<file path="config.mk">
export PLATFORM = sky130hd
export DESIGN_NAME = icache_lce
export DESIGN_NICKNAME = d
export VERILOG_FILES = /design/src/logic/icache_lce_pkg.sv /design/src/logic/icache_lce.sv /design/src/logic/lce_cmd_fsm.sv /design/src/logic/lce_init_sweep.sv
export SDC_FILE = /design/constraint.sdc
export NUM_CORES = 1
export LEC_CHECK = 0
export BUFFER_PORTS_ARGS = -buffer_cell sky130_fd_sc_hd__buf_2
export CAP_MARGIN = 20
export CORE_AREA = 4 4 101 103
export DETAILED_ROUTE_END_ITERATION = 10
export DIE_AREA = 0 0 105 107
export PLACE_DENSITY = 0.67
export SLEW_MARGIN = 20
export SYNTH_ARGS = -nofsm -noshare
export SYNTH_HDL_FRONTEND = slang
export SYNTH_HIERARCHICAL = 1
export SYNTH_SLANG_ARGS = --single-unit
export TNS_END_PERCENT = 1
</file>
<file path="constraint.sdc">
create_clock -name clk_i -period 1.7 [get_ports clk_i]
set_input_delay 0.255 -clock clk_i [delete_from_list [all_inputs] [get_ports clk_i]]
set_output_delay 0.255 -clock clk_i [all_outputs]
set_load 0.005 [all_outputs]
</file>
<file path="src/logic/icache_lce_pkg.sv">
//############################
// sizes, message types and packet formats shared by the icache LCE command side
// referenced by scoped name from the RTL and the testbench checker
//############################

package icache_lce_pkg;

  localparam int paddr_width        = 22;
  localparam int block_offset_width = 6;
  localparam int index_width        = 6;
  localparam int ptag_width         = paddr_width - index_width - block_offset_width;
  localparam int lce_sets           = 64;
  localparam int assoc              = 8;
  localparam int way_id_width       = $clog2(assoc);
  localparam int block_width        = 64;
  localparam int lce_id_width       = 2;
  localparam int cce_id_width       = 2;
  // one sync command arrives from each directory
  localparam int num_cce            = 2;

  typedef enum logic [2:0] {
    e_coh_i = 3'd0,
    e_coh_s = 3'd1,
    e_coh_e = 3'd2,
    e_coh_f = 3'd3,
    e_coh_m = 3'd4,
    e_coh_o = 3'd5
  } coh_state_e;

  // gaps in the encoding belong to command types this block does not handle
  typedef enum logic [3:0] {
    e_lce_cmd_sync           = 4'd0,
    e_lce_cmd_set_clear      = 4'd1,
    e_lce_cmd_set_tag        = 4'd4,
    e_lce_cmd_invalidate_tag = 4'd6,
    e_lce_cmd_data           = 4'd7
  } lce_cmd_type_e;

  typedef enum logic [1:0] {
    e_lce_resp_sync_ack = 2'd0,
    e_lce_resp_inv_ack  = 2'd1
  } lce_resp_type_e;

  typedef enum logic [1:0] {
    e_tag_op_set_clear  = 2'd0,
    e_tag_op_set_tag    = 2'd1,
    e_tag_op_invalidate = 2'd2
  } tag_op_e;

  typedef struct packed {
    logic [ptag_width-1:0]         tag;
    logic [index_width-1:0]        index;
    logic [block_offset_width-1:0] offset;
  } paddr_fields_s;

  // one physical address word, seen whole or split into tag, set and offset
  typedef union packed {
    logic [paddr_width-1:0] raw;
    paddr_fields_s          fields;
  } paddr_u;

  typedef struct packed {
    paddr_u                    addr;
    lce_cmd_type_e             msg_type;
    logic [way_id_width-1:0]   way_id;
    coh_state_e                state;
    logic [cce_id_width-1:0]   src_id;
    logic [block_width-1:0]    data;
  } lce_cmd_s;

  typedef struct packed {
    paddr_u                    addr;
    lce_resp_type_e            msg_type;
    logic [lce_id_width-1:0]   src_id;
    logic [cce_id_width-1:0]   dst_id;
  } lce_resp_s;

  typedef struct packed {
    logic [index_width-1:0]    index;
    logic [way_id_width-1:0]   way_id;
    coh_state_e                state;
    logic [ptag_width-1:0]     tag;
    tag_op_e                   opcode;
  } tag_mem_pkt_s;

  // stat memory only ever sees a set clear here
  typedef struct packed {
    logic [index_width-1:0]    index;
  } stat_mem_pkt_s;

  typedef struct packed {
    logic [index_width-1:0]    index;
    logic [way_id_width-1:0]   way_id;
    logic [block_width-1:0]    data;
  } data_mem_pkt_s;

endpackage

</file>
<file path="src/logic/icache_lce.sv">
//############################
// icache LCE command side, sweep first and then directory commands
//############################

module icache_lce (
  input  logic                                    clk_i,
  input  logic                                    reset_i,
  input  logic [icache_lce_pkg::lce_id_width-1:0] lce_id_i,
  input  icache_lce_pkg::paddr_u                  miss_addr_i,
  input  icache_lce_pkg::lce_cmd_s                lce_cmd_i,
  input  logic                                    lce_cmd_v_i,
  output logic                                    lce_cmd_yumi_o,
  output icache_lce_pkg::lce_resp_s               lce_resp_o,
  output logic                                    lce_resp_v_o,
  input  logic                                    lce_resp_yumi_i,
  output icache_lce_pkg::tag_mem_pkt_s            tag_mem_pkt_o,
  output logic                                    tag_mem_pkt_v_o,
  input  logic                                    tag_mem_pkt_ready_i,
  output icache_lce_pkg::stat_mem_pkt_s           stat_mem_pkt_o,
  output logic                                    stat_mem_pkt_v_o,
  input  logic                                    stat_mem_pkt_ready_i,
  output icache_lce_pkg::data_mem_pkt_s           data_mem_pkt_o,
  output logic                                    data_mem_pkt_v_o,
  input  logic                                    data_mem_pkt_ready_i,
  output logic                                    lce_ready_o,
  output logic                                    set_tag_received_o,
  output logic                                    cce_data_received_o,
  output logic                                    cache_req_complete_o
);

  icache_lce_pkg::tag_mem_pkt_s  sweep_tag_pkt, fsm_tag_pkt;
  icache_lce_pkg::stat_mem_pkt_s sweep_stat_pkt, fsm_stat_pkt;
  logic                          sweep_tag_pkt_v, fsm_tag_pkt_v;
  logic                          sweep_stat_pkt_v, fsm_stat_pkt_v;
  logic                          sweep_done;

  lce_init_sweep sweep (
    .clk_i        (clk_i),
    .reset_i      (reset_i),
    .tag_ready_i  (tag_mem_pkt_ready_i),
    .stat_ready_i (stat_mem_pkt_ready_i),
    .tag_pkt_o    (sweep_tag_pkt),
    .tag_pkt_v_o  (sweep_tag_pkt_v),
    .stat_pkt_o   (sweep_stat_pkt),
    .stat_pkt_v_o (sweep_stat_pkt_v),
    .done_o       (sweep_done)
  );

  lce_cmd_fsm cmd_fsm (
    .clk_i                (clk_i),
    .reset_i              (reset_i),
    .sweep_done_i         (sweep_done),
    .lce_id_i             (lce_id_i),
    .miss_addr_i          (miss_addr_i),
    .lce_cmd_i            (lce_cmd_i),
    .lce_cmd_v_i          (lce_cmd_v_i),
    .lce_cmd_yumi_o       (lce_cmd_yumi_o),
    .lce_resp_o           (lce_resp_o),
    .lce_resp_v_o         (lce_resp_v_o),
    .lce_resp_yumi_i      (lce_resp_yumi_i),
    .tag_pkt_o            (fsm_tag_pkt),
    .tag_pkt_v_o          (fsm_tag_pkt_v),
    .tag_ready_i          (tag_mem_pkt_ready_i),
    .stat_pkt_o           (fsm_stat_pkt),
    .stat_pkt_v_o         (fsm_stat_pkt_v),
    .stat_ready_i         (stat_mem_pkt_ready_i),
    .data_pkt_o           (data_mem_pkt_o),
    .data_pkt_v_o         (data_mem_pkt_v_o),
    .data_ready_i         (data_mem_pkt_ready_i),
    .lce_ready_o          (lce_ready_o),
    .set_tag_received_o   (set_tag_received_o),
    .cce_data_received_o  (cce_data_received_o),
    .cache_req_complete_o (cache_req_complete_o)
  );

  // sweep owns tag and stat memories until every set is cleared
  assign tag_mem_pkt_o    = sweep_done ? fsm_tag_pkt    : sweep_tag_pkt;
  assign tag_mem_pkt_v_o  = sweep_done ? fsm_tag_pkt_v  : sweep_tag_pkt_v;
  assign stat_mem_pkt_o   = sweep_done ? fsm_stat_pkt   : sweep_stat_pkt;
  assign stat_mem_pkt_v_o = sweep_done ? fsm_stat_pkt_v : sweep_stat_pkt_v;

endmodule

</file>
<file path="src/logic/lce_cmd_fsm.sv">
//############################
// decodes directory commands into tag, stat and data memory writes
// and answers sync and invalidate commands with responses
//############################

module lce_cmd_fsm (
  input  logic                                    clk_i,
  input  logic                                    reset_i,
  input  logic                                    sweep_done_i,
  input  logic [icache_lce_pkg::lce_id_width-1:0] lce_id_i,
  input  icache_lce_pkg::paddr_u                  miss_addr_i,
  input  icache_lce_pkg::lce_cmd_s                lce_cmd_i,
  input  logic                                    lce_cmd_v_i,
  output logic                                    lce_cmd_yumi_o,
  output icache_lce_pkg::lce_resp_s               lce_resp_o,
  output logic                                    lce_resp_v_o,
  input  logic                                    lce_resp_yumi_i,
  output icache_lce_pkg::tag_mem_pkt_s            tag_pkt_o,
  output logic                                    tag_pkt_v_o,
  input  logic                                    tag_ready_i,
  output icache_lce_pkg::stat_mem_pkt_s           stat_pkt_o,
  output logic                                    stat_pkt_v_o,
  input  logic                                    stat_ready_i,
  output icache_lce_pkg::data_mem_pkt_s           data_pkt_o,
  output logic                                    data_pkt_v_o,
  input  logic                                    data_ready_i,
  output logic                                    lce_ready_o,
  output logic                                    set_tag_received_o,
  output logic                                    cce_data_received_o,
  output logic                                    cache_req_complete_o
);

  typedef enum logic [1:0] {
    e_wait_sweep,
    e_sync_only,
    e_ready
  } fsm_state_e;

  fsm_state_e                              state_r, state_n;
  logic [icache_lce_pkg::cce_id_width-1:0] sync_cnt_r, sync_cnt_n;
  logic                                    inv_pending_r, inv_pending_n;
  logic                                    fill_go;

  // fill writes data and tag in one cycle or not at all
  assign fill_go = tag_ready_i & data_ready_i;

  always_comb begin
    state_n       = state_r;
    sync_cnt_n    = sync_cnt_r;
    inv_pending_n = inv_pending_r;

    lce_cmd_yumi_o    = 1'b0;
    lce_resp_o        = '0;
    lce_resp_o.src_id = lce_id_i;
    lce_resp_o.dst_id = lce_cmd_i.src_id;
    lce_resp_v_o      = 1'b0;

    tag_pkt_o            = '0;
    tag_pkt_o.index      = lce_cmd_i.addr.fields.index;
    tag_pkt_o.way_id     = lce_cmd_i.way_id;
    tag_pkt_v_o          = 1'b0;
    stat_pkt_o.index     = lce_cmd_i.addr.fields.index;
    stat_pkt_v_o         = 1'b0;
    data_pkt_o.index     = miss_addr_i.fields.index;
    data_pkt_o.way_id    = lce_cmd_i.way_id;
    data_pkt_o.data      = lce_cmd_i.data;
    data_pkt_v_o         = 1'b0;

    // sweep done stays high until reset, so this covers both later states
    lce_ready_o          = (state_r != e_wait_sweep) | sweep_done_i;
    set_tag_received_o   = 1'b0;
    cce_data_received_o  = 1'b0;
    cache_req_complete_o = 1'b0;

    if (state_r == e_wait_sweep && sweep_done_i) begin
      state_n = e_sync_only;
    end

    if (lce_cmd_v_i && state_r != e_wait_sweep) begin
      case (lce_cmd_i.msg_type)
        icache_lce_pkg::e_lce_cmd_sync: begin
          if (state_r == e_sync_only) begin
            lce_resp_o.msg_type = icache_lce_pkg::e_lce_resp_sync_ack;
            lce_resp_v_o        = 1'b1;
            lce_cmd_yumi_o      = lce_resp_yumi_i;
            if (lce_resp_yumi_i) begin
              if (int'(sync_cnt_r) == icache_lce_pkg::num_cce - 1) begin
                sync_cnt_n = '0;
                state_n    = e_ready;
              end else begin
                sync_cnt_n = sync_cnt_r + 1'b1;
              end
            end
          end
        end

        icache_lce_pkg::e_lce_cmd_set_clear: begin
          tag_pkt_o.way_id = '0;
          tag_pkt_o.state  = icache_lce_pkg::e_coh_i;
          tag_pkt_o.opcode = icache_lce_pkg::e_tag_op_set_clear;
          tag_pkt_v_o      = tag_ready_i & stat_ready_i;
          stat_pkt_v_o     = tag_ready_i & stat_ready_i;
          lce_cmd_yumi_o   = tag_ready_i & stat_ready_i;
        end

        icache_lce_pkg::e_lce_cmd_set_tag: begin
          if (state_r == e_ready) begin
            tag_pkt_o.state    = lce_cmd_i.state;
            tag_pkt_o.tag      = lce_cmd_i.addr.fields.tag;
            tag_pkt_o.opcode   = icache_lce_pkg::e_tag_op_set_tag;
            tag_pkt_v_o        = tag_ready_i;
            lce_cmd_yumi_o     = tag_ready_i;
            set_tag_received_o = tag_ready_i;
          end
        end

        icache_lce_pkg::e_lce_cmd_invalidate_tag: begin
          if (state_r == e_ready) begin
            tag_pkt_o.state  = icache_lce_pkg::e_coh_i;
            tag_pkt_o.opcode = icache_lce_pkg::e_tag_op_invalidate;
            // tag already invalidated, only the ack is still waiting
            tag_pkt_v_o      = tag_ready_i & ~inv_pending_r;

            lce_resp_o.msg_type = icache_lce_pkg::e_lce_resp_inv_ack;
            lce_resp_o.addr.raw = lce_cmd_i.addr.raw;
            lce_resp_v_o        = inv_pending_r | tag_pkt_v_o;
            lce_cmd_yumi_o      = lce_resp_v_o & lce_resp_yumi_i;
            inv_pending_n       = lce_resp_v_o & ~lce_resp_yumi_i;
          end
        end

        icache_lce_pkg::e_lce_cmd_data: begin
          if (state_r == e_ready) begin
            tag_pkt_o.index      = miss_addr_i.fields.index;
            tag_pkt_o.state      = lce_cmd_i.state;
            tag_pkt_o.tag        = lce_cmd_i.addr.fields.tag;
            tag_pkt_o.opcode     = icache_lce_pkg::e_tag_op_set_tag;
            tag_pkt_v_o          = fill_go;
            data_pkt_v_o         = fill_go;
            lce_cmd_yumi_o       = fill_go;
            cce_data_received_o  = fill_go;
            set_tag_received_o   = fill_go;
            cache_req_complete_o = fill_go;
          end
        end

        default: state_n = state_r;
      endcase
    end
  end

  always_ff @(posedge clk_i) begin
    if (reset_i) begin
      state_r       <= e_wait_sweep;
      sync_cnt_r    <= '0;
      inv_pending_r <= 1'b0;
    end else begin
      state_r       <= state_n;
      sync_cnt_r    <= sync_cnt_n;
      inv_pending_r <= inv_pending_n;
    end
  end

  // the directory must hold its command until we consume it
  assert property (@(posedge clk_i) disable iff (reset_i) lce_cmd_yumi_o |-> lce_cmd_v_i);

  assert property (@(posedge clk_i) disable iff (reset_i) tag_pkt_v_o |-> tag_ready_i);

endmodule

</file>
<file path="src/logic/lce_init_sweep.sv">
//############################
// clears the tag and stat entry of every cache set once after reset
//############################

module lce_init_sweep (
  input  logic                          clk_i,
  input  logic                          reset_i,
  input  logic                          tag_ready_i,
  input  logic                          stat_ready_i,
  output icache_lce_pkg::tag_mem_pkt_s  tag_pkt_o,
  output logic                          tag_pkt_v_o,
  output icache_lce_pkg::stat_mem_pkt_s stat_pkt_o,
  output logic                          stat_pkt_v_o,
  output logic                          done_o
);

  logic [icache_lce_pkg::index_width-1:0] set_r;
  logic                                   done_r;
  logic                                   issue;
  icache_lce_pkg::paddr_u                 set_addr;

  // a set only advances when both memories take the clear together
  assign issue = ~done_r & tag_ready_i & stat_ready_i;

  always_comb begin
    set_addr.raw = {{icache_lce_pkg::ptag_width{1'b0}}, set_r,
                    {icache_lce_pkg::block_offset_width{1'b0}}};

    tag_pkt_o        = '0;
    tag_pkt_o.index  = set_addr.fields.index;
    tag_pkt_o.state  = icache_lce_pkg::e_coh_i;
    tag_pkt_o.opcode = icache_lce_pkg::e_tag_op_set_clear;
    stat_pkt_o.index = set_addr.fields.index;
  end

  assign tag_pkt_v_o  = issue;
  assign stat_pkt_v_o = issue;
  assign done_o       = done_r;

  always_ff @(posedge clk_i) begin
    if (reset_i) begin
      set_r  <= '0;
      done_r <= 1'b0;
    end else if (issue) begin
      set_r  <= set_r + 1'b1;
      done_r <= (int'(set_r) == icache_lce_pkg::lce_sets - 1);
    end
  end

  // after the sweep the memories belong to the command FSM for good
  assert property (@(posedge clk_i) disable iff (reset_i)
    done_o |=> done_o && !tag_pkt_v_o && !stat_pkt_v_o);

endmodule

</file>
## After elaboration in Yosys (flattened, before gate mapping)

Cells that the tools add are included.

| operators by class | value |
|---|---|
| reductions and logical operators | 9 |
| multiplexer cells | 43 |
| bitwise operators | 12 |
| add/subtract/negate cells | 2 |
| eq/ne operators | 9 |

Operators with widths:

| cell | count |
|---|---|
| 2-to-1 mux 24 bit | 4 |
| 2-to-1 mux 22 bit | 1 |
| 2-to-1 mux 6 bit | 3 |
| 2-to-1 mux 1 bit | 17 |
| 2-to-1 mux 2 bit | 8 |
| 2-to-1 mux 15 bit | 1 |
| equality test 4 x 3 -> 1 bit (second input constant) | 3 |
| 2-to-1 mux 10 bit | 1 |
| case mux 2 bit (2 select lines) | 2 |
| AND 1 bit | 7 |
| adder 6 x 1 -> 6 bit (second input constant) | 1 |
| equality test 6 x 1 -> 1 bit (second input constant) | 1 |
| 2-to-1 mux 3 bit | 2 |
| case mux 1 bit (5 select lines) | 1 |
| equality test 2 bit (second input constant) | 2 |
| equality test 4 x 1 -> 1 bit (second input constant) | 1 |
| logical NOT 4 bit | 1 |
| case mux 1 bit (2 select lines) | 2 |
| case mux 1 bit (4 select lines) | 1 |
| AND reduction 4 bit | 1 |
| OR reduction 4 bit | 1 |
| != test 3 bit (second input constant) | 1 |
| inverter 1 bit | 3 |
| AND reduction 3 bit | 1 |
| 7 further kinds | 9 |

| word-level totals | value |
|---|---|
| bits in registers | 12 |
| input port bits | 129 |

## Depth between registers and ports, before layout

| depth | value |
|---|---|
| depth after elaboration | 8 |
| depth in mapped cells | 6 |
| gate-level depth less buffers | 5 |

## Modules after synthesis

The synthesis kept the hierarchy.

By module, submodules not included:

| module | cells each | instances | area an instance (sq um) |
|---|---|---|---|
| lce_cmd_fsm | 192 | 1 | 1403.8 |
| icache_lce | 36 | 1 | 544.3 |
| lce_init_sweep | 59 | 1 | 506.7 |

## Worst setup path after synthesis

No wires, ideal clock.

| timing path | value |
|---|---|
| kind | register -> output |
| from | register cmd_fsm.state_r[0] |
| to | output tag_mem_pkt_v_o |
| stages on the path, launching flop included | 6 |
| arrival | 1497 ps |
| buffers on the path | 0 |
| setup slack | -52 ps |
| cells stage by stage | dfxtp_1 -> and4bb_2 -> nand2_1 -> o22a_1 -> a2111oi_0 -> mux2_4 |

| on the way | value |
|---|---|
| cells in the longest elaborated chain, start to end | 5 |

RTL lines:

| element | RTL line | RTL |
|---|---|---|
| start: declaration | lce_cmd_fsm.sv:39 | `fsm_state_e state_r, state_n;` |
| start signal: assignment | lce_cmd_fsm.sv:154 | `state_r <= e_wait_sweep;` |
| start signal: assignment | lce_cmd_fsm.sv:158 | `state_r <= state_n;` |
| equality test 2 bit | lce_cmd_fsm.sv:107, lce_cmd_fsm.sv:118, lce_cmd_fsm.sv:133 |  |
| 2-to-1 mux 1 bit, on equally long branches | lce_cmd_fsm.sv:133, lce_cmd_fsm.sv:107, lce_cmd_fsm.sv:118 |  |
| case mux 1 bit (4 select lines) | lce_cmd_fsm.sv:80 | `case (lce_cmd_i.msg_type)` |
| 2-to-1 mux 1 bit * | lce_cmd_fsm.sv:79 | `if (lce_cmd_v_i && state_r != e_wait_sweep) begin` |
| via fsm_tag_pkt_v | icache_lce.sv:33 | `logic sweep_tag_pkt_v, fsm_tag_pkt_v;` |
| 2-to-1 mux 1 bit * | icache_lce.sv:78 | `assign tag_mem_pkt_v_o = sweep_done ? fsm_tag_pkt_v : sweep_tag_pkt_v;` |
| end: declaration | icache_lce.sv:17 | `output logic tag_mem_pkt_v_o,` |

Mark *: on every way through the listed nets, which the timed path passes. The rest lies on a longest branch.

==> flow_metrics.tcl <==
set metrics [dict create \
    run_status "complete, but fails checks" \
    violations "setup timing" \
    syn_area_um2 2450 \
    synth-compound-area-share_pct 5.81 \
    drc 0 \
    cts_sinks 12 \
    cp.required_ns 1.44 \
    ir_drop_mv 0.191 \
    grt_pass1_vias 1893 \
    first_iter_violations 68 \
    critPathMaxFanout 6 \
    antenna_left 0 \
    synth-seq-area-share_pct 9.79 \
    synth_top_area_share_pct 34.3 \
    crit_slowest_cell "and4bb_2" \
    clockBufferDepth 2 \
    drt-total-wl_um 6070 \
    layout_commonest_cell "buf_2" \
    crit_top_cell "buf_6" \
    ys_warn_count 6 \
    first_pass_iters 4 \
    clock_latency_ns 0.24 \
    core_area_um2 9200 \
    min_period_ns 2.08 \
    cellLeakagePower_nw 1.40 \
    io_pins 269 \
    synthCells 287 \
    antenna_found_initial 0 \
    grt_pass1_wl_um 9050 \
    cts_made_buffers 3 \
    drive_gt1_share_pct 62.7 \
    final_hold_viol_count 0 \
    startpoint_type "flip-flop" \
    portBuffers 115 \
    cts_tree "yes" \
    viasPerCell 4.25 \
    rrSetupSlack_ns 0.25 \
    r2r_end "cmd_fsm/inv_pending_r" \
    critPathKind "reg2out" \
    min_path_cells 2 \
    synth.avg_cell_area_um2 8.55 \
    synth.distinct_cells 48 \
    timing.hold.ws_ns 0.273 \
    final_core_util_pct 30.0 \
    die_y_um 107 \
    timing.final.ws_setup_ns -0.385 \
    synth_edf_count 0 \
    root_buffer "clkbuf_8" \
    final_area_um2 2760 \
    path_clk_slew_ns 0.05 \
    die_x_um 105 \
    power_density_nw_per_um2 313 \
    synth_top_family_by_area "buffers and inverters" \
    yosysTopAreaCell "buf_4" \
    power_w 0.000865 \
    fin_crit_sh_pct 123 \
    placed_cell_area_um2 2540 \
    wire_per_inst_um 13.8 \
    critPathMaxStageDelay_ns 0.32 \
    path_cells "and4bb_2 > nand4_1 > buf_6 > mux2_2 > mux2_4 > buf_6" \
    postCtsSetupBuffers 0 \
    hold_start "lce_resp_yumi_i" \
    initial_core_util_pct 26.7 \
    synthAdderAreaFrac_pct 0.510 \
    report.final.slew_viol_count 0 \
    end_kind "output port" \
    synth_seq_cells 12 \
    r2r-start "cmd_fsm/state_r[0]" \
    grt_setup_unrepaired "yes" \
    reg2regPathDepth 6 \
    synthXorXnorAreaFrac_pct 1.43 \
    grt_max_degree 20 \
    gr-usage-all-layers_pct 9.68 \
    cp.arrival_ns 1.83 \
    fin_nets 461 \
    postCtsHoldBufs 0 \
    gp_congestion 0.764 \
    synth_area_leaders "buf_4 (34%), mux2_4 (18%), dfxtp_1 (9.8%)" \
    diodes 0 \
    die_area_um2 11200 \
    grt-ovfl-total 0 \
    synth_mux_area_share_pct 22.8 \
    setup_viol 49 \
    fin_skew_ns 0.00183 \
    hpwlAfterDp_um 5100 \
    cap_viol_max_count 0 \
    area.growth.synth_to_final_pct 12.4 \
    final_cell_mix "buf_2 (105), and2_1 (35), mux2_4 (30)" \
    synthFlopType "dfxtp_1" \
    hold_end "cmd_fsm/inv_pending_r" \
    synthSimpleGateAreaFrac_pct 21.0 \
    async_reset_ff_share_pct 0 \
    rows 35 \
    max_clock_freq_mhz 480 \
    htree_levels 1 \
    vias 1874 \
    hold_class "in2reg" \
]
## state kept, by name, summed over array words and instances, names as in the netlist
name,count
sweep/stat_pkt_o,6
cmd_fsm/state_r,2
cmd_fsm/sync_cnt_r,2
cmd_fsm/inv_pending_r,1
sweep/done_o,1
## metrics by stage
stage                     setup slack, ns  cells  TNS, ns
after floorplan                   -0.0329    304   -0.365
after global placement             -0.254    436    -5.80
after detailed placement           -0.314    436    -6.24
after CTS                          -0.397    441   -13.52
after global routing               -0.454    441   -14.45
final                              -0.385    441   -10.45
## how the worst max path moves through the flow
stage          cells after the start                end          startpoint  slack, ns
2_1_floorplan                      5    tag_mem_pkt_v_o  cmd_fsm/state_r[0]      -0.03
3_3_place_gp                       9  tag_mem_pkt_o[12]       lce_cmd_i[75]      -0.25
3_5_place_dp                       7    tag_mem_pkt_v_o       lce_cmd_i[75]      -0.31
4_1_cts                            6    tag_mem_pkt_v_o  cmd_fsm/state_r[0]      -0.40
5_1_grt                            8  tag_mem_pkt_o[11]  cmd_fsm/state_r[0]      -0.45
6_report                           6  tag_mem_pkt_o[22]  cmd_fsm/state_r[0]      -0.38
## synth_stat cells, drive strengths merged (2+ instances only)
cell / instances
nor2b: 2
nand4b: 2
nor3: 2
nor2: 15
mux2: 38
xnor2: 2
a21oi: 5
nand2: 9
mux2i: 2
clkbuf: 2
conb: 2
and2: 38
or3: 3
nand4: 2
buf: 118
xor2: 2
or4: 2
dfxtp: 12
nand3: 4
a2111oi: 2
o21ai: 5
inv: 3
## worst max-delay path: cells and delay by family (launching register included)
| kind | cells | cell delay (ns) |
|---|---|---|
| buffers and inverters | 2 | 0.29 |
| muxes | 2 | 0.54 |
| and+or+nand+nor | 2 | 0.45 |
| DFF | 1 | 0.31 |
## layer usage
| metal | vias up | track usage [%] | part of all wire, % | wire length, um |
|---|---|---|---|---|
| li1 | 906 | - | - | - |
| met1 | 834 | 8.95 | 34 | 2090 |
| met2 | 106 | 18.7 | 53 | 3220 |
| met3 | 28 | 3.79 | 9.7 | 587 |
| met4 | 0 | 4.22 | 2.8 | 171 |
| met5 | - | 0 | 0 | 0 |
## timing repair
item | in CTS | in global routing
pin swaps | 6 | 6
cloned | 1 | 0
resized for setup | 15 | 22
setup endpoints to repair | 56 | 60
## where the power goes
part           switching [W]  internal, W  total [W]
Sequential        0.00000545     0.000283   0.000288
Combinational       0.000110     0.000152   0.000262
Clock               0.000110     0.000205   0.000314
## area by class of cell
class | count | area [um2]
Inverter | 3 | 11.3
Timing Repair Buffer | 142 | 897
Sequential cell | 12 | 246
Fill cell | 969 | 6440
Clock buffer | 4 | 55.1
Tap cell | 111 | 139
Multi-Input combinational cell | 169 | 1410
## logic make-up after synthesis
family,after synthesis
buf+inv,123
simple gates,85
mux,40
compound gates,20
flops,12
xor+xnor,4
other cells,2
fa+ha+maj,1
Note: power is estimated with default switching activity, not from simulation.
